### src/cpu_config.svh
`ifndef CPU_CONFIG_SVH
`define CPU_CONFIG_SVH

// Datapath and storage sizes
`define wordWidth 16    // Data word width
`define regCount 16     // Registers, 4-bit numbers
`define memDepth 256    // Memory words, 8-bit addresses

// Flow control
`define reqCredits 2    // Depth of each arbiter request queue
`define instrCredits 4  // Depth of the core instruction queue

`define resetPc 0       // First fetch address

`endif

### src/cpuPkg.sv
`include "cpu_config.svh"

package cpuPkg;

  // Opcode field, top nibble of the instruction
  typedef enum logic [3:0] {
    ADD  = 4'h0,
    SUB  = 4'h1,
    AND  = 4'h2,
    OR   = 4'h3,
    XOR  = 4'h4,
    ADDI = 4'h5,  // rd = rs + simm4(rt)
    LLI  = 4'h6,  // rd = {8'h00, rs, rt}
    LHI  = 4'h7,  // rd = {rs, rt, rd[7:0]}
    LW   = 4'h8,  // rd = mem[rs + simm4(rt)]
    SW   = 4'h9,  // mem[rs + simm4(rt)] = rd
    HALT = 4'ha
  } opcodeT;

  typedef struct packed {
    opcodeT     opcode;
    logic [3:0] rd;
    logic [3:0] rs;
    logic [3:0] rt;  // Also imm4 or low half of imm8
  } instrT;

  // Requester id, steers the read response back
  typedef enum logic {FETCH = 1'b0, DATA = 1'b1} srcT;

  typedef struct packed {
    srcT                           src;
    logic                          write;
    logic [$clog2(`memDepth)-1:0]  addr;
    logic [`wordWidth-1:0]         data;  // Store data, unused on reads
  } memReqT;

  typedef struct packed {
    logic                  valid;
    srcT                   src;
    logic [`wordWidth-1:0] data;
  } memRspT;

  typedef struct packed {
    logic                          valid;
    logic [$clog2(`regCount)-1:0]  regNum;  // Destination register
    logic [`wordWidth-1:0]         data;
  } retireT;

endpackage

### src/creditFifo.sv
module creditFifo #(
  parameter type payloadT = logic [15:0],
  parameter int  depth    = 2
) (
  input  logic    clk,
  input  logic    rst,
  input  logic    push,
  input  payloadT pushData,
  input  logic    pop,
  output payloadT popData,
  output logic    notEmpty,
  output logic    creditReturn
);

  localparam int ptrW = (depth > 1) ? $clog2(depth) : 1;
  localparam int cntW = $clog2(depth + 1);

  payloadT         entries [depth];  // Circular storage
  logic [ptrW-1:0] wrPtr;
  logic [ptrW-1:0] rdPtr;
  logic [cntW-1:0] count;            // Occupied entries
  logic            doPop;

  assign notEmpty     = (count != '0);
  assign doPop        = pop && notEmpty;  // Pop on empty is ignored
  assign popData      = entries[rdPtr];   // Head, valid while notEmpty
  assign creditReturn = doPop;            // One credit back per entry freed

  // Entry storage
  always_ff @(posedge clk) begin
    if (push) entries[wrPtr] <= pushData;
  end

  // Pointers and occupancy
  always_ff @(posedge clk) begin
    if (rst) begin
      wrPtr <= '0;
      rdPtr <= '0;
      count <= '0;
    end else begin
      if (push) wrPtr <= (wrPtr == ptrW'(depth - 1)) ? '0 : wrPtr + 1'b1;
      if (doPop) rdPtr <= (rdPtr == ptrW'(depth - 1)) ? '0 : rdPtr + 1'b1;
      count <= count + cntW'(push) - cntW'(doPop);
    end
  end

  // A sender within its credits never finds the queue full
  assert property (@(posedge clk) disable iff (rst) push |-> (count != cntW'(depth)))
    else $error("creditFifo push while full, sender exceeded its credits");

endmodule

### src/execCore.sv
`include "cpu_config.svh"

module execCore (
  input  logic                         clk,
  input  logic                         rst,
  input  logic                         instrPush,
  input  cpuPkg::instrT                instrData,
  output logic                         instrCredit,
  output cpuPkg::memReqT               memReq,
  output logic                         memPush,
  input  logic                         memCredit,
  input  cpuPkg::memRspT               memRsp,
  output logic [$clog2(`regCount)-1:0] srcReg1,
  output logic [$clog2(`regCount)-1:0] srcReg2,
  output logic [$clog2(`regCount)-1:0] dstReg,
  output logic                         writeReg,
  output logic [`wordWidth-1:0]        dstData,
  input  logic [`wordWidth-1:0]        srcData1,
  input  logic [`wordWidth-1:0]        srcData2,
  output cpuPkg::retireT               retire,
  output logic                         halted
);

  localparam int memCntW = $clog2(`reqCredits + 1);

  typedef enum logic [2:0] {sIdle, sRead, sExec, sMemWait, sHalt} stateT;

  stateT                 state, nextState;
  cpuPkg::instrT         headInstr;       // Queue head
  cpuPkg::instrT         instrQ;          // Instruction in progress
  logic                  queueNotEmpty;
  logic                  popInstr;
  logic [memCntW-1:0]    memCnt;          // Data request credits
  logic                  isMem, isWrite;
  logic [`wordWidth-1:0] immSext;         // Sign-extended imm4
  logic [7:0]            imm8;            // {rs, rt}
  logic [`wordWidth-1:0] aluOut;

  ////////////////////////////////////////////////////////////
  // Instruction queue, credits go back to fetch
  ////////////////////////////////////////////////////////////
  creditFifo #(.payloadT(cpuPkg::instrT), .depth(`instrCredits)) instrQueue (
    .clk(clk), .rst(rst),
    .push(instrPush), .pushData(instrData),
    .pop(popInstr), .popData(headInstr),
    .notEmpty(queueNotEmpty), .creditReturn(instrCredit)
  );

  assign popInstr = (state == sIdle) && queueNotEmpty;

  always_ff @(posedge clk) begin
    if (popInstr) instrQ <= headInstr;
  end

  ////////////////////////////////////////////////////////////
  // Control sequence
  ////////////////////////////////////////////////////////////
  assign isMem   = (instrQ.opcode == cpuPkg::LW) || (instrQ.opcode == cpuPkg::SW);
  assign isWrite = (instrQ.opcode <= cpuPkg::LHI);  // ALU and immediates

  always_comb begin
    nextState = state;
    case (state)
      sIdle:    if (popInstr) nextState = sRead;
      sRead:    nextState = sExec;  // Register file samples here
      sExec: begin
        if (instrQ.opcode == cpuPkg::HALT) nextState = sHalt;
        else if (!isMem) nextState = sIdle;
        else if (memCnt != '0) nextState = (instrQ.opcode == cpuPkg::LW) ? sMemWait : sIdle;
      end
      sMemWait: if (memRsp.valid) nextState = sIdle;
      default:  nextState = sHalt;  // Stays until reset
    endcase
  end

  always_ff @(posedge clk) begin
    if (rst) state <= sIdle;
    else state <= nextState;
  end

  assign halted = (state == sHalt);

  ////////////////////////////////////////////////////////////
  // Operands and ALU
  ////////////////////////////////////////////////////////////
  assign srcReg1 = instrQ.rs;  // Base for LW and SW
  assign srcReg2 = (instrQ.opcode == cpuPkg::LHI || instrQ.opcode == cpuPkg::SW) ?
                   instrQ.rd : instrQ.rt;  // Old rd for LHI, store data for SW
  assign immSext = {{(`wordWidth-4){instrQ.rt[3]}}, instrQ.rt};
  assign imm8    = {instrQ.rs, instrQ.rt};

  always_comb begin
    case (instrQ.opcode)
      cpuPkg::ADD:  aluOut = srcData1 + srcData2;
      cpuPkg::SUB:  aluOut = srcData1 - srcData2;
      cpuPkg::AND:  aluOut = srcData1 & srcData2;
      cpuPkg::OR:   aluOut = srcData1 | srcData2;
      cpuPkg::XOR:  aluOut = srcData1 ^ srcData2;
      cpuPkg::ADDI: aluOut = srcData1 + immSext;
      cpuPkg::LLI:  aluOut = {8'h00, imm8};             // Zero-extended byte
      cpuPkg::LHI:  aluOut = {imm8, srcData2[7:0]};     // Keep low byte
      default:      aluOut = '0;
    endcase
  end

  // Register write, from the ALU or the load response
  assign writeReg = ((state == sExec) && isWrite) || ((state == sMemWait) && memRsp.valid);
  assign dstReg   = instrQ.rd;
  assign dstData  = (instrQ.rd == '0) ? '0 :
                    (state == sMemWait) ? memRsp.data : aluOut;

  always_comb begin
    retire.valid  = writeReg;  // Every register write is reported
    retire.regNum = dstReg;
    retire.data   = dstData;
  end

  ////////////////////////////////////////////////////////////
  // Load/store requests
  ////////////////////////////////////////////////////////////
  assign memPush = (state == sExec) && isMem && (memCnt != '0);  // Held without credit

  always_comb begin
    memReq       = '0;
    memReq.src   = cpuPkg::DATA;
    memReq.write = (instrQ.opcode == cpuPkg::SW);
    memReq.addr  = srcData1[7:0] + immSext[7:0];
    memReq.data  = srcData2;  // rd for SW
  end

  always_ff @(posedge clk) begin
    if (rst) memCnt <= memCntW'(`reqCredits);
    else memCnt <= memCnt - memCntW'(memPush) + memCntW'(memCredit);
  end

  // Data responses only ever answer an outstanding LW
  assert property (@(posedge clk) disable iff (rst) memRsp.valid |-> (state == sMemWait))
    else $error("execCore memory response with no load pending");

endmodule

### config.mk
export PLATFORM = sky130hd
export DESIGN_NAME = execCore
export DESIGN_NICKNAME = d
export VERILOG_FILES = /design/src/cpuPkg.sv /design/src/creditFifo.sv /design/src/execCore.sv
export VERILOG_INCLUDE_DIRS = /design/src
export SDC_FILE = /design/constraint.sdc
export NUM_CORES = 1
export LEC_CHECK = 0
export ABC_AREA = 1
export BUFFER_PORTS_ARGS = -buffer_cell sky130_fd_sc_hd__buf_2
export CAP_MARGIN = 30
export CORE_MARGIN = 2
export CORE_UTILIZATION = 35
export CTS_BUF_LIST = sky130_fd_sc_hd__clkbuf_2
export CTS_CLUSTER_DIAMETER = 30
export DETAILED_ROUTE_END_ITERATION = 6
export PLACE_DENSITY = 0.64
export SLEW_MARGIN = 20
export SYNTH_ARGS = -nofsm -noshare
export SYNTH_HDL_FRONTEND = slang
export SYNTH_HIERARCHICAL = 1
export SYNTH_SLANG_ARGS = --single-unit
### constraint.sdc
create_clock -name clk -period 4.1 [get_ports clk]
set_clock_uncertainty 0.15 [all_clocks]
set_input_delay 0.205 -clock clk [delete_from_list [all_inputs] [get_ports clk]]
set_output_delay 0.205 -clock clk [all_outputs]
set_load 0.01 [all_outputs]
### After elaboration in Yosys (flattened, before gate mapping)

Memories as Yosys holds them, arrays and structs flattened. A register that Yosys moved wholly into a read port is not among the register bits.
Cells that the tools add are included.

* add/subtract/negate cells: 10
* $lt $le $gt $ge: 1
* equal/unequal tests: 19
* mux-type cells: 15
* bitwise gates (word level): 3
* reduce and logical (&&, ||, !) cells: 15

Operators by type and width (number)
* 16-bit case mux with 8 select lines: 1
* 16-bit adder: 2
* 16-bit 2-to-1 mux: 2
* 16-bit bitwise AND: 1
* 4-bit by 3-bit equality test with 1-bit output, second input constant: 4
* 16-bit OR: 1
* 16-bit subtractor: 1
* 16-bit bitwise XOR: 1
* 3-bit 2-to-1 mux: 5
* 4-bit equality test, second input constant: 3
* 3-bit case mux with 4 select lines: 1
* 8-bit adder: 1
* 4-bit by 2-bit equality test with 1-bit output, second input constant: 2
* 4-bit logical NOT: 2
* 3-bit by 2-bit equality test with 1-bit output, second input constant: 2
* 1-bit logical AND: 6
* 2-bit 2-to-1 mux: 3
* 2-bit by 1-bit adder with 2-bit output, second input constant: 2
* 2-bit equality test, second input constant: 2
* 4-bit by 1-bit equality test with 1-bit output, second input constant: 1
* 4-bit by 3-bit <= comparator with 1-bit output, second input constant: 1
* 4-bit 2-to-1 mux: 1
* 4-bit != test, second input constant: 1
* 3-bit by 1-bit adder with 3-bit output: 1
* 13 further kinds: 16

* register bits after elaboration: 12
* bits in writable memories: 64
* input bits: 70
* logic and storage cells: 69
* memories kept: 1

Memories
* instrQueue.entries: depth 4, width 16, rd ports 1, clocked after Yosys merged registers in 1, wr ports 1, RTL line creditFifo.sv:18 `payloadT entries [depth];`

### Depth between registers and ports, before layout

Gate-level depths: netlist of run 1.

* depth in word-level cells: 6
* depth in mapped cells: 23
* mapped depth without buffers: 22

### Cells and area by module

Netlist of run 1, hierarchy kept.

Modules (own cells, without submodules)
* execCore: times used 1, cells each 600, area each 4112.7 um2, seq. area each 580.6 um2
* creditFifo: times used 1, cells each 215, area each 2827.7 um2, seq. area each 2102.0 um2

### Worst setup path after synthesis of run 1

No wires, ideal clock.

* path kind: register to register
* from: register instrQueue.count[1]
* to: register instrQueue.count[2]
* setup time: 0.115 ns
* arrival: 4.069 ns
* slack: -0.234 ns
* stages on the path, launching flop included: 13
* path buffers: 0
* cells stage by stage: dfxtp_1 > nor2_1 > nand2_1 > inv_1 > nor4_1 > a21boi_0 > ha_1 > inv_1 > ha_1 > inv_1 > fa_1 > a21oi_1 > nor2_1

* word-level cells in the longest chain between the ends: 4
* elaborated cells on any way between the ends: 5

Ends and longest elaborated chain
* start: declaration: RTL line creditFifo.sv:21 `logic [cntW-1:0] count;`
* start signal: assignment: RTL line creditFifo.sv:43 `count <= count + cntW'(push) - cntW'(doPop);`
* 3-bit nonzero test: RTL line creditFifo.sv:24 `assign notEmpty = (count != '0);`
* net queueNotEmpty: RTL line execCore.sv:31 `logic queueNotEmpty;`
* 1-bit logical AND: RTL line execCore.sv:49 `assign popInstr = (state == sIdle) && queueNotEmpty;`
* net popInstr: RTL line execCore.sv:32 `logic popInstr;`
* 1-bit logical AND: RTL line creditFifo.sv:25 `assign doPop = pop && notEmpty;`
* net instrCredit: RTL line execCore.sv:8 `output logic instrCredit,`
* 3-bit by 1-bit subtractor with 3-bit output: RTL line creditFifo.sv:43

The timed path passes the listed nets, and every way through them passes these cells.
A chain may end at the register's enable or synchronous reset.

### Worst setup path after layout of run 1

* from: register instrQ[14] (netlist name)
* to: output port dstData[12]

* word-level cells in the longest chain between the ends: 4
* elaborated cells on any way between the ends: 11

Ends and longest elaborated chain
* 4-bit by 3-bit equality test with 1-bit output, or another cell as far along: RTL line execCore.sv:93 `case (instrQ.opcode)`
* 16-bit case mux with 8 select lines *: RTL line execCore.sv:93
* 16-bit 2-to-1 mux *: RTL line execCore.sv:110 `(state == sMemWait) ? memRsp.data : aluOut;`
* 16-bit 2-to-1 mux *: RTL line execCore.sv:109 `assign dstData = (instrQ.rd == '0) ? '0 :`
* end: declaration: RTL line execCore.sv:17 `` output logic [`wordWidth-1:0] dstData, ``

Every way passes the cells marked *; elsewhere a longest branch is shown, timed or not.

==> summary.md, run 1 <==
| Metric | Value |
|---|---|
| Outcome | `finished with violations` |
| Violated checks | `setup timing` |
| Asr flop ratio synth | `0` |
| Crit-path max FO | `4` |
| Placed Area | `7620 µm²` |
| Layout cells sized above 1 | `0.297` |
| Most frequent cells after synthesis | `nand2_1 (125), inv_1 (95), edfxtp_1 (80)` |
| First-pass GRT wire length | `29,700 µm` |
| Synth cell types | `47` |
| Num CTS Buffers | `9` |
| Site Rows | `51` |
| Starting DRT DRC Count | `441` |
| Fmax | `239 MHz` |
| Leakage power | `3.80 nW` |
| Crit. End Element | `primary output` |
| Drt pass-1 iters | `5` |
| Crit-path slowest cell | `edfxtp_1` |
| Max IR drop VDD | `0.412 mV` |
| Mapped Cells | `815` |
| Post-synth top flop | `edfxtp_1` |
| GRT Total Usage | `0.184` |
| Top-count cell post-synth | `nand2_1` |
| Via count | `6,224` |
| Top cell by count, worst path | `nand2_1` |
| Largest net degree at the start of global routing | `34` |
| Max clock buf depth | `2` |
| Core outline area | `19,500 µm²` |
| Family with the most delay on the worst path | `simple AND/OR/NAND/NOR gates` |
| Syn avg cell area | `8.52 µm²` |
| Vias in the first global route | `5,922` |
| Post-synth top area share | `0.346` |
| Critical path class | `register to primary output` |
| Post-Syn Area | `6940 µm²` |
| Max-cap viol count | `0` |
| Worst-path clk slew | `0.25 ns` |
| HPWL Detailed | `14,300 µm` |
| Slew Limit Fails | `0` |
| Placer Congestion | `0.972` |
| Placed cells | `1,169` |
| Fin. Hold Viols | `0` |
| GR Overflow Total | `0` |
| Die ar. | `21,000 µm²` |
| Post-layout util | `0.436` |
| Buffers on Ports | `146` |
| Fill cells | `1,914` |
| Later-pin clock latency in the skew report | `0.55 ns` |
| Cell accounting for the most synthesized area | `edfxtp_1` |
| Post-synth EDFFs | `80` |
| DIE WIDTH | `145 µm` |
| Area delta synth->final | `22.2%` |
| Crit path largest cell delay | `0.47 ns` |
| DRT Wirelength | `19,900 µm` |
| Setup-failing EPs final | `4` |
| PnR worst setup slack | `-0.0771 ns` |
| Period utilization | `1.02` |
| Layout Cells excl Fill | `1,241` |
| RSZ-0062 raised after global routing | `yes` |
| Post-synthesis sequential area ratio | `0.387` |
| # DRC | `0` |
| Nets | `1,109` |
| IO Pins | `149` |
| Min Tclk post-route | `4.18 ns` |
| Buf+Inv Stages, Crit Path | `6` |
| Die Y | `145 µm` |
| TritonCTS clock tree | `done` |
| WL/cell | `16.0 µm` |
| Root Driver | `clkbuf_2` |
| Cell chain of the critical path | `buf_6 -> nor2_4 -> inv_4 -> nor2_8 -> clkinvlp_4 -> buf_4 -> buf_6 -> a21oi_2 -> o21ai_1 -> a22oi_2 -> ha_1 -> nand2_1 -> nand2_1 -> a21oi_2 -> nand3_2 -> nand3_2 -> nand3_1 -> nand2_1 -> nand3_1 -> nand2_1 -> nand2_1 -> a21oi_2 -> buf_2` |
| Initial core utilization | `0.357` |
| Worst R2R Setup Slack | `1.28 ns` |
| Crit path DAT | `3.82 ns` |
| Slew margin rel. | `0.372` |
| Final Cell Area | `8480 µm²` |
| Synth top area cells | `edfxtp_1 (35%), ha_1 (12%), nand2_1 (6.8%), buf_4 (5.4%), inv_1 (5.1%)` |
| CP startpoint kind | `register` |
| Initial antenna violation count | `2` |
| WP data required | `3.74 ns` |
| Seq cells post-synth | `94` |
| Sink Count | `94` |
| Pwr/cell area | `678 nW/µm²` |
| Worst hold path class | `primary input to register` |
| Synthesized net count | `955` |
| Post-DR vias/cell | `5.02` |
| Post-route ant nets | `0` |
| Measured slew at the worst slew-check pin | `0.939 ns` |
| Synth Warn # | `6` |
| CTS HTree Levels | `3` |
-- cells by family after synthesis --
family | count (synthesis) | share of synthesized area
other | 1 | 0.000540
AND/OR/NAND/NOR | 286 | 0.187
XOR/XNOR | 10 | 0.0126
buffers and inverters | 168 | 0.122
AO/OA/AOI/OAI | 186 | 0.162
flip-flops | 94 | 0.387
adder cells (fa/ha/maj) | 70 | 0.129
-- routing by layer --
| metal | GRT usage | share of wire | up-vias |
|---|---|---|---|
| met4 | 0.0843 | 0.040 | 0 |
| met3 | 0.0253 | 0.054 | 48 |
| met2 | 0.330 | 0.50 | 219 |
| met5 | 0 | 0 | - |
| met1 | 0.217 | 0.40 | 2880 |
| li1 | - | - | 3077 |
-- final cells by class --
type	instances	area, µm²	area share
tap	265	332	0.0391
timing repair buffer	208	1270	0.150
inverter	103	393	0.0463
clock inverter	7	93.8	0.0111
clock buffer	9	45.0	0.00531
antenna	2	5.00	0.000590
sequential	94	2680	0.316
multi-input combinational	553	3660	0.431
-- through the flow --
stage,hold WS [ns],worst slack (ns),power (mW),TNS (ns)
after floorplan,0.121,0.571,3.89,0
after global placement,0.271,0.432,4.71,0
after detailed placement,0.270,0.400,4.76,0
after CTS,0.182,-0.0148,5.53,-0.0492
after global routing,0.150,-0.286,6.23,-5.23
final,0.240,-0.0771,5.75,-0.262
-- what timing repair did --
item	CTS	global route
gates resized for setup	24	51
endpoints found under the hold margin	78	0
setup buffers	25	8
pin swaps	19	38
setup endpoints to repair	22	26
cloned	1	0
hold buffers	20	0
-- report_power, final --
group | leakage [nW] | switching, mW | internal (mW) | total, mW
logic | 2.86 | 2.26 | 1.49 | 3.75
registers | 0.856 | 0.207 | 1.27 | 1.47
clock network | 0.0824 | 0.313 | 0.205 | 0.518
-- cells in the final DEF, fill, tap and decap left out, types with 11 or more instances in the layout --
| cell type | n |
|---|---|
| nand3_1 | 46 |
| a221oi_1 | 11 |
| dlygate4sd3_1 | 20 |
| inv_2 | 12 |
| buf_2 | 146 |
| o21ai_1 | 37 |
| inv_1 | 89 |
| dfxtp_1 | 14 |
| o22ai_1 | 23 |
| buf_4 | 35 |
| a21oi_2 | 21 |
| ha_1 | 64 |
| nand2_1 | 118 |
| nor2_1 | 72 |
| edfxtp_1 | 80 |
| o21ai_0 | 27 |
| a21oi_1 | 28 |
-- path summary, 6_finish.rpt --
path / startpoint / endpoint / cells past startpoint
max: instrQ[14] / dstData[12] / 23
min: instrData[6] / instrQueue/entries[3][6] / 2
max reg2reg: instrQueue/count[1] / instrQueue/count[2] / 13
min reg2reg: instrQueue/rdPtr[1] / register / 2
-- state kept, by name, summed over array words and instances (netlist names), 3 cells and up, named ones only --
register / flops
instrQueue/entries: 64
instrQueue/count: 3
state: 3
srcReg1: 4
dstReg: 4
instrQ: 4
imm8: 4
Note: power is estimated with default switching activity, not from simulation.
==> inputs of run 2 (changes only) <==
- GPL_TIMING_DRIVEN: default -> 0
==> summary.md, run 2 (same netlist as run 1, synthesis figures left out) <==
| Metric | Value |
|---|---|
| Nets | `1,172 (+5.7%)` |
| Initial core utilization | `0.357 (unchanged)` |
| Initial antenna violation count | `1 (-1)` |
| Largest Register | `instrQueue/entries` |
| Via count | `6,487 (+4.2%)` |
| Hold Path Origin | `instrData[9]` |
| Site Rows | `51 (unchanged)` |
| Measured slew at the worst slew-check pin | `0.814 ns (-0.124 ns)` |
| Layout Cells excl Fill | `1,302 (+4.9%)` |
| Most frequent cells in the layout | `buf_2 (153), nand2_1 (106), inv_1 (83)` |
| Sink Count | `94 (unchanged)` |
| Fin. Hold Viols | `0 (unchanged)` |
| Worst R2R Setup Slack | `1.36 ns (+0.08 ns)` |
| M1 GR Usage | `0.233 (+0.0158)` |
| Largest net degree at the start of global routing | `18 (-47%)` |
| Period utilization | `1.00 (-0.0174)` |
| Fill cells | `1,850 (-3.3%)` |
| Starting DRT DRC Count | `470 (+6.6%)` |
| IO Pins | `149 (unchanged)` |
| Crit. End Element | `primary output` |
| Min Tclk post-route | `4.11 ns (-0.0713 ns)` |
| Violated checks | `setup timing` |
| Critical path class | `register to primary output` |
| Post-route ant nets | `0 (unchanged)` |
| CTS HTree Levels | `3 (unchanged)` |
| Worst hold path class | `primary input to register` |
| M3 GR Usage | `0.0197 (-0.00559)` |
| Hold EP | `instrQueue/entries[0][9]` |
| Worst-path clk slew | `0.23 ns (-0.02 ns)` |
| Placer Congestion | `0.932 (-4.1%)` |
| Placed cells | `1,228 (+5.0%)` |
| Max reg flops | `64 (unchanged)` |
| Max-cap viol count | `0 (unchanged)` |
| Post-DR vias/cell | `4.98 (-0.66%)` |
| TritonCTS clock tree | `done` |
| Num CTS Buffers | `9 (unchanged)` |
| R2R depth | `13 (unchanged)` |
| FF-to-FF End | `instrQueue/count[2]` |
| DRT Wirelength | `20,900 µm (+5.2%)` |
| Leakage power | `4.13 nW (+8.6%)` |
| Placed Area | `8040 µm² (+5.5%)` |
| Worst hold path cell count | `2 (unchanged)` |
| Max clock buf depth | `2 (unchanged)` |
| Seq. cell area | `2680 µm² (unchanged)` |
| Origin of the critical flop-to-flop path | `instrQueue/count[1]` |
| Most common cell after layout, fill and taps aside | `buf_2` |
| Pwr/cell area | `697 nW/µm² (+2.8%)` |
| Slew margin rel. | `0.457 (+0.0841)` |
| Max IR drop VDD | `0.298 mV (-28%)` |
| Crit path DAT | `3.75 ns (-0.07 ns)` |
| Slew Limit Fails | `0 (unchanged)` |
| Core outline area | `19,500 µm² (unchanged)` |
| WL/cell | `16.1 µm (+0.26%)` |
| Setup_tns | `-0.00579 ns (+0.256 ns)` |
| GR Overflow Total | `0 (unchanged)` |
| RSZ-0062 raised after global routing | `yes` |
| Die ar. | `21,000 µm² (unchanged)` |
| Worst Setup SP | `instrQ[13]` |
| WP data required | `3.74 ns (about the same)` |
| Crit-path max FO | `7 (+3)` |
| Met2 usage | `0.334 (+0.00422)` |
| First-pass GRT wire length | `30,700 µm (+3.2%)` |
| Root Driver | `clkbuf_2` |
| Vias in the first global route | `6,043 (+2.0%)` |
| # DRC | `0 (unchanged)` |
| Later-pin clock latency in the skew report | `0.55 ns (about the same)` |
| Layout cells sized above 1 | `0.381 (+0.0846)` |
| Worst hold slack | `0.236 ns (-0.00395 ns)` |
| Gr busiest metal | `met2` |
| Area delta synth->final | `32.8%` |
| Drt pass-1 iters | `6 (+1)` |
| Area of the multi-input gates | `3930 µm² (+7.3%)` |
| HPWL Detailed | `15,300 µm (+7.1%)` |
| GRT Total Usage | `0.191 (+0.00691)` |
| Fmax | `244 MHz (+1.7%)` |
| Setup-failing EPs final | `1 (-3)` |
| Buffers on Ports | `146 (unchanged)` |
| Outcome | `finished with violations` |
| Die Y | `145 µm (unchanged)` |
| PnR worst setup slack | `-0.00579 ns (+0.0713 ns)` |
| CP startpoint kind | `register` |
| Final Cell Area | `9210 µm² (+8.6%)` |
| DIE WIDTH | `145 µm (unchanged)` |
==> run 2: cell types whose count changed in the layout (fill, tap and decap cells not counted), sizes merged <==
cell / change
bufinv: -1
dlygate4sd3: +1
buf: +60
inv: -2
diode: -1
clkbuf: +2
clkinvlp: +2
==> run 2: where the power goes <==
| part | leakage (nW) | switching [mW] | internal [mW] |
|---|---|---|---|
| registers | 0.856 | 0.213 | 1.27 |
| clock network | 0.0618 | 0.301 | 0.136 |
| logic | 3.21 | 2.52 | 1.98 |
==> run 2: critical path: stages (launching register included) <==
cell and delay (ns):
edfxtp_1 0.47, inv_2 0.10, nand2_4 0.10, nor2_8 0.14, buf_8 0.11, clkinvlp_4 0.16, o21ai_4 0.13, buf_6 0.18
a22oi_2 0.08, ha_1 0.34, buf_6 0.12, nand2_2 0.06, nor2_4 0.13, nand3_2 0.10, nand3_2 0.12, nand3_2 0.09
nand4_1 0.12, nand3_1 0.08, nand2_1 0.08, nand2_1 0.07, a21oi_2 0.18, buf_4 0.13, buf_6 0.09
==> run 2: final cells by class <==
| type | count | area share |
|---|---|---|
| repair buffers | 215 | 0.148 |
| flip-flops and latches | 94 | 0.291 |
| diodes | 1 | 0.000272 |
| inverters | 103 | 0.0424 |
| well taps | 265 | 0.0360 |
| plain buffers | 56 | 0.0448 |
| clock inverters | 6 | 0.00679 |
| multi-input cells | 553 | 0.426 |
| clock buffers | 9 | 0.00489 |
==> run 2: metrics by stage <==
| step | utilization | worst slack, ns | power [mW] |
|---|---|---|---|
| floorplan | - | 0.571 | 3.89 |
| global placement | 0.412 | 0.00645 | 5.10 |
| detailed placement | 0.413 | 0.0392 | 5.15 |
| CTS | 0.451 | -0.00742 | 5.96 |
| global route | 0.473 | -0.204 | 6.91 |
| finish | 0.473 | -0.00579 | 6.42 |
==> run 2: worst max-delay path by stage <==
stage | cells past startpoint | slack [ns] | endpoint
3_5_place_dp | 22 | 0.04 | retire[8]
5_1_grt | 22 | -0.20 | retire[12]
4_1_cts | 23 | -0.007 | retire[14]
6_report | 22 | -0.006 | retire[12]
3_3_place_gp | 12 | 0.006 | instrQueue/count[2]
2_1_floorplan | 12 | 0.57 | instrQueue/count[2]
==> run 2: repair_timing <==
item | 4_1_cts | 5_1_grt
pin swaps | 37 | 47
endpoints found under the setup margin | 24 | 24
hold endpoints to repair | 78 | 0
gates resized for setup | 56 | 84
hold buffers | 21 | 0
buffers inserted | 34 | 12
==> run 2: layer usage <==
layer | vias up | wire (µm)
li1 | 3211 | -
met1 | 3012 | 8430
met2 | 210 | 10500
met3 | 54 | 1100
met4 | 0 | 917
met5 | - | 0
==> inputs of run 3 (changes only) <==
- CORE_ASPECT_RATIO: default -> 1.75
- MAX_ROUTING_LAYER: default -> met4
==> summary.md, run 3 (same netlist as run 1, synthesis figures left out) <==
| Metric | Value |
|---|---|
| Crit path DAT | `3.84 ns (+0.09 ns)` |
| Worst-path clk slew | `0.24 ns (about the same)` |
| WL/cell | `17.1 µm (+6.5%)` |
| Placed Area | `8010 µm² (-0.34%)` |
| Later-pin clock latency in the skew report | `0.53 ns (-0.02 ns)` |
| # DRC | `0 (unchanged)` |
| Buf+Inv Stages, Crit Path | `5 (-2)` |
| Site Rows | `68 (+33%)` |
| PnR worst setup slack | `-0.0919 ns (-0.0861 ns)` |
| Final Cell Area | `9240 µm² (+0.26%)` |
| Dpl ws | `-0.166 ns (-0.205 ns)` |
| Crit. End Element | `primary output` |
| Slew Limit Fails | `0 (unchanged)` |
| Die Y | `190 µm (+31%)` |
| Total chip power | `6.51 mW (+1.5%)` |
| Starting DRT DRC Count | `208 (-56%)` |
| Crit path largest cell delay | `0.50 ns (+0.03 ns)` |
| Worst R2R Setup Slack | `1.21 ns (-0.15 ns)` |
| CTS HTree Levels | `3 (unchanged)` |
| Layout cells sized above 1 | `0.374 (-0.00688)` |
| Initial core utilization | `0.355 (-0.00194)` |
| Post-route ant nets | `0 (unchanged)` |
| Root Driver | `clkbuf_2` |
| Worst hold slack | `0.240 ns (+0.00360 ns)` |
| Outcome | `finished with violations` |
| Drt pass-1 iters | `5 (-1)` |
| Num CTS Buffers | `9 (unchanged)` |
| Pwr/cell area | `705 nW/µm² (+1.2%)` |
| Family with the most delay on the worst path | `compound AO/OA/AOI/OAI gates` |
| Setup-failing EPs final | `10 (+9)` |
| Max IR drop VDD | `0.318 mV (+6.7%)` |
| GR Overflow Total | `0 (unchanged)` |
| Initial antenna violation count | `2 (+1)` |
| Core outline area | `19,600 µm² (+0.55%)` |
| Nets | `1,174 (+0.17%)` |
| IO Pins | `149 (unchanged)` |
| Placer Congestion | `0.989 (+6.1%)` |
| Period utilization | `1.02 (+0.0210)` |
| Sink Count | `94 (unchanged)` |
| Measured slew at the worst slew-check pin | `0.808 ns (-0.00586 ns)` |
| Largest net degree at the start of global routing | `18 (unchanged)` |
| Fmax | `239 MHz (-2.1%)` |
| Cell chain of the critical path | `nor2_4 -> inv_4 -> nor2_8 -> buf_8 -> clkinvlp_4 -> a21oi_1 -> o21ai_0 -> a22oi_2 -> ha_1 -> a21o_1 -> a21boi_4 -> o21ai_4 -> buf_4 -> a21oi_1 -> o21ai_1 -> o2111ai_2 -> nand2_1 -> a21oi_1 -> buf_2` |
| HPWL Detailed | `16,800 µm (+10%)` |
| Post-DR vias/cell | `5.09 (+2.3%)` |
| GRT Total Usage | `0.207 (+0.0168)` |
| First-pass GRT wire length | `32,900 µm (+7.1%)` |
| Fin. Hold Viols | `0 (unchanged)` |
| Slew margin rel. | `0.457 (about the same)` |
| Max clock buf depth | `2 (unchanged)` |
| Buffers on Ports | `146 (unchanged)` |
| Critical path class | `register to primary output` |
| Top cell by count, worst path | `a21oi_1` |
| Vias in the first global route | `6,477 (+7.2%)` |
| TritonCTS clock tree | `done` |
| Violated checks | `setup timing` |
| DIE WIDTH | `110 µm (-24%)` |
| DRT Wirelength | `22,000 µm (+5.2%)` |
| Max reg flops | `64 (unchanged)` |
| Leakage power | `4.14 nW (+0.30%)` |
| Fill cells | `1,936 (+4.6%)` |
| Largest Register | `instrQueue/entries` |
| Die ar. | `21,000 µm² (+0.21%)` |
| Min Tclk post-route | `4.19 ns (+0.0861 ns)` |
| Most frequent cells in the layout | `buf_2 (149), nand2_1 (105), inv_1 (87)` |
| Most common cell after layout, fill and taps aside | `buf_2` |
| WP data required | `3.74 ns (about the same)` |
| Crit-path slowest cell | `edfxtp_1` |
| Area of the multi-input gates | `3950 µm² (+0.67%)` |
| Worst hold path class | `primary input to register` |
| RSZ-0062 raised after global routing | `yes` |
| Via count | `6,552 (+1.0%)` |
| Max-cap viol count | `0 (unchanged)` |
| Seq. cell area | `2680 µm² (unchanged)` |
| Crit-path max FO | `6 (-1)` |
| Area delta synth->final | `33.1%` |
| CP startpoint kind | `register` |
==> run 3: cell types whose count changed in the layout (fill, tap and decap cells not counted), sizes merged <==
cell,delta
dlygate4sd3,-1
clkinv,+3
diode,+1
buf,+3
inv,-1
bufinv,-1
==> run 3: worst register-to-register path, stage by stage, from the launching register on <==
cell and delay (ns):
dfxtp_1 0.43, nor2_1 0.08, nand2_1 0.15, inv_1 0.13, nor4_4 0.46, a21boi_0 0.33, ha_1 0.28, inv_1 0.05
ha_1 0.13, inv_1 0.05, fa_1 0.38, a21oi_1 0.14, nor2_1 0.06
==> run 3: final timing paths <==
| path | from | endpoint | cells past startpoint |
|---|---|---|---|
| setup / recovery | instrQ[15] | retire[7] | 19 |
| hold / removal | instrData[0] | instrQueue/entries[0][0] | 2 |
| setup reg to reg | instrQueue/count[1] | instrQueue/count[2] | 12 |
| hold reg to reg | instrQueue/rdPtr[0] | register | 2 |
==> run 3: final cells by class <==
type / instances / share of cell area
Multi-Input combinational cell: 553 / 0.428
Tap cell: 245 / 0.0332
Clock inverter: 7 / 0.00447
Timing Repair Buffer: 212 / 0.147
Clock buffer: 9 / 0.00488
Antenna cell: 2 / 0.000542
Inverter: 103 / 0.0431
Sequential cell: 94 / 0.290
Buffer: 61 / 0.0488
==> run 3: per-layer routing <==
metal / routed length, µm / global-route usage
met3: 774 / 0.0242
met2: 12600 / 0.412
met5: 0 / -
met4: 1480 / 0.142
met1: 7150 / 0.176
==> run 3: report_power, final <==
part | switching, mW | internal (mW) | total [mW] | leakage [nW]
registers | 0.221 | 1.27 | 1.49 | 0.856
logic | 2.61 | 2.05 | 4.67 | 3.23
clock network | 0.285 | 0.0742 | 0.360 | 0.0528
total | 3.12 | 3.39 | 6.51 | 4.14
==> run 3: what timing repair did <==
action                                  4_1_cts  5_1_grt
setup buffers                                34       10
cloned                                        1        0
resized for setup                           116       30
pin swaps                                    55       30
hold buffers                                 20        0
endpoints found under the setup margin       26       26
endpoints found under the hold margin        78        0
==> run 3: per-stage QoR <==
step                instances  TNS, ns   util
floorplan                 815        0      -
global placement         1206   -0.317  0.408
detailed placement       1207   -0.281  0.409
CTS                      1274   -0.527  0.460
global route             1286    -4.98  0.472
finish                   1286   -0.366  0.472
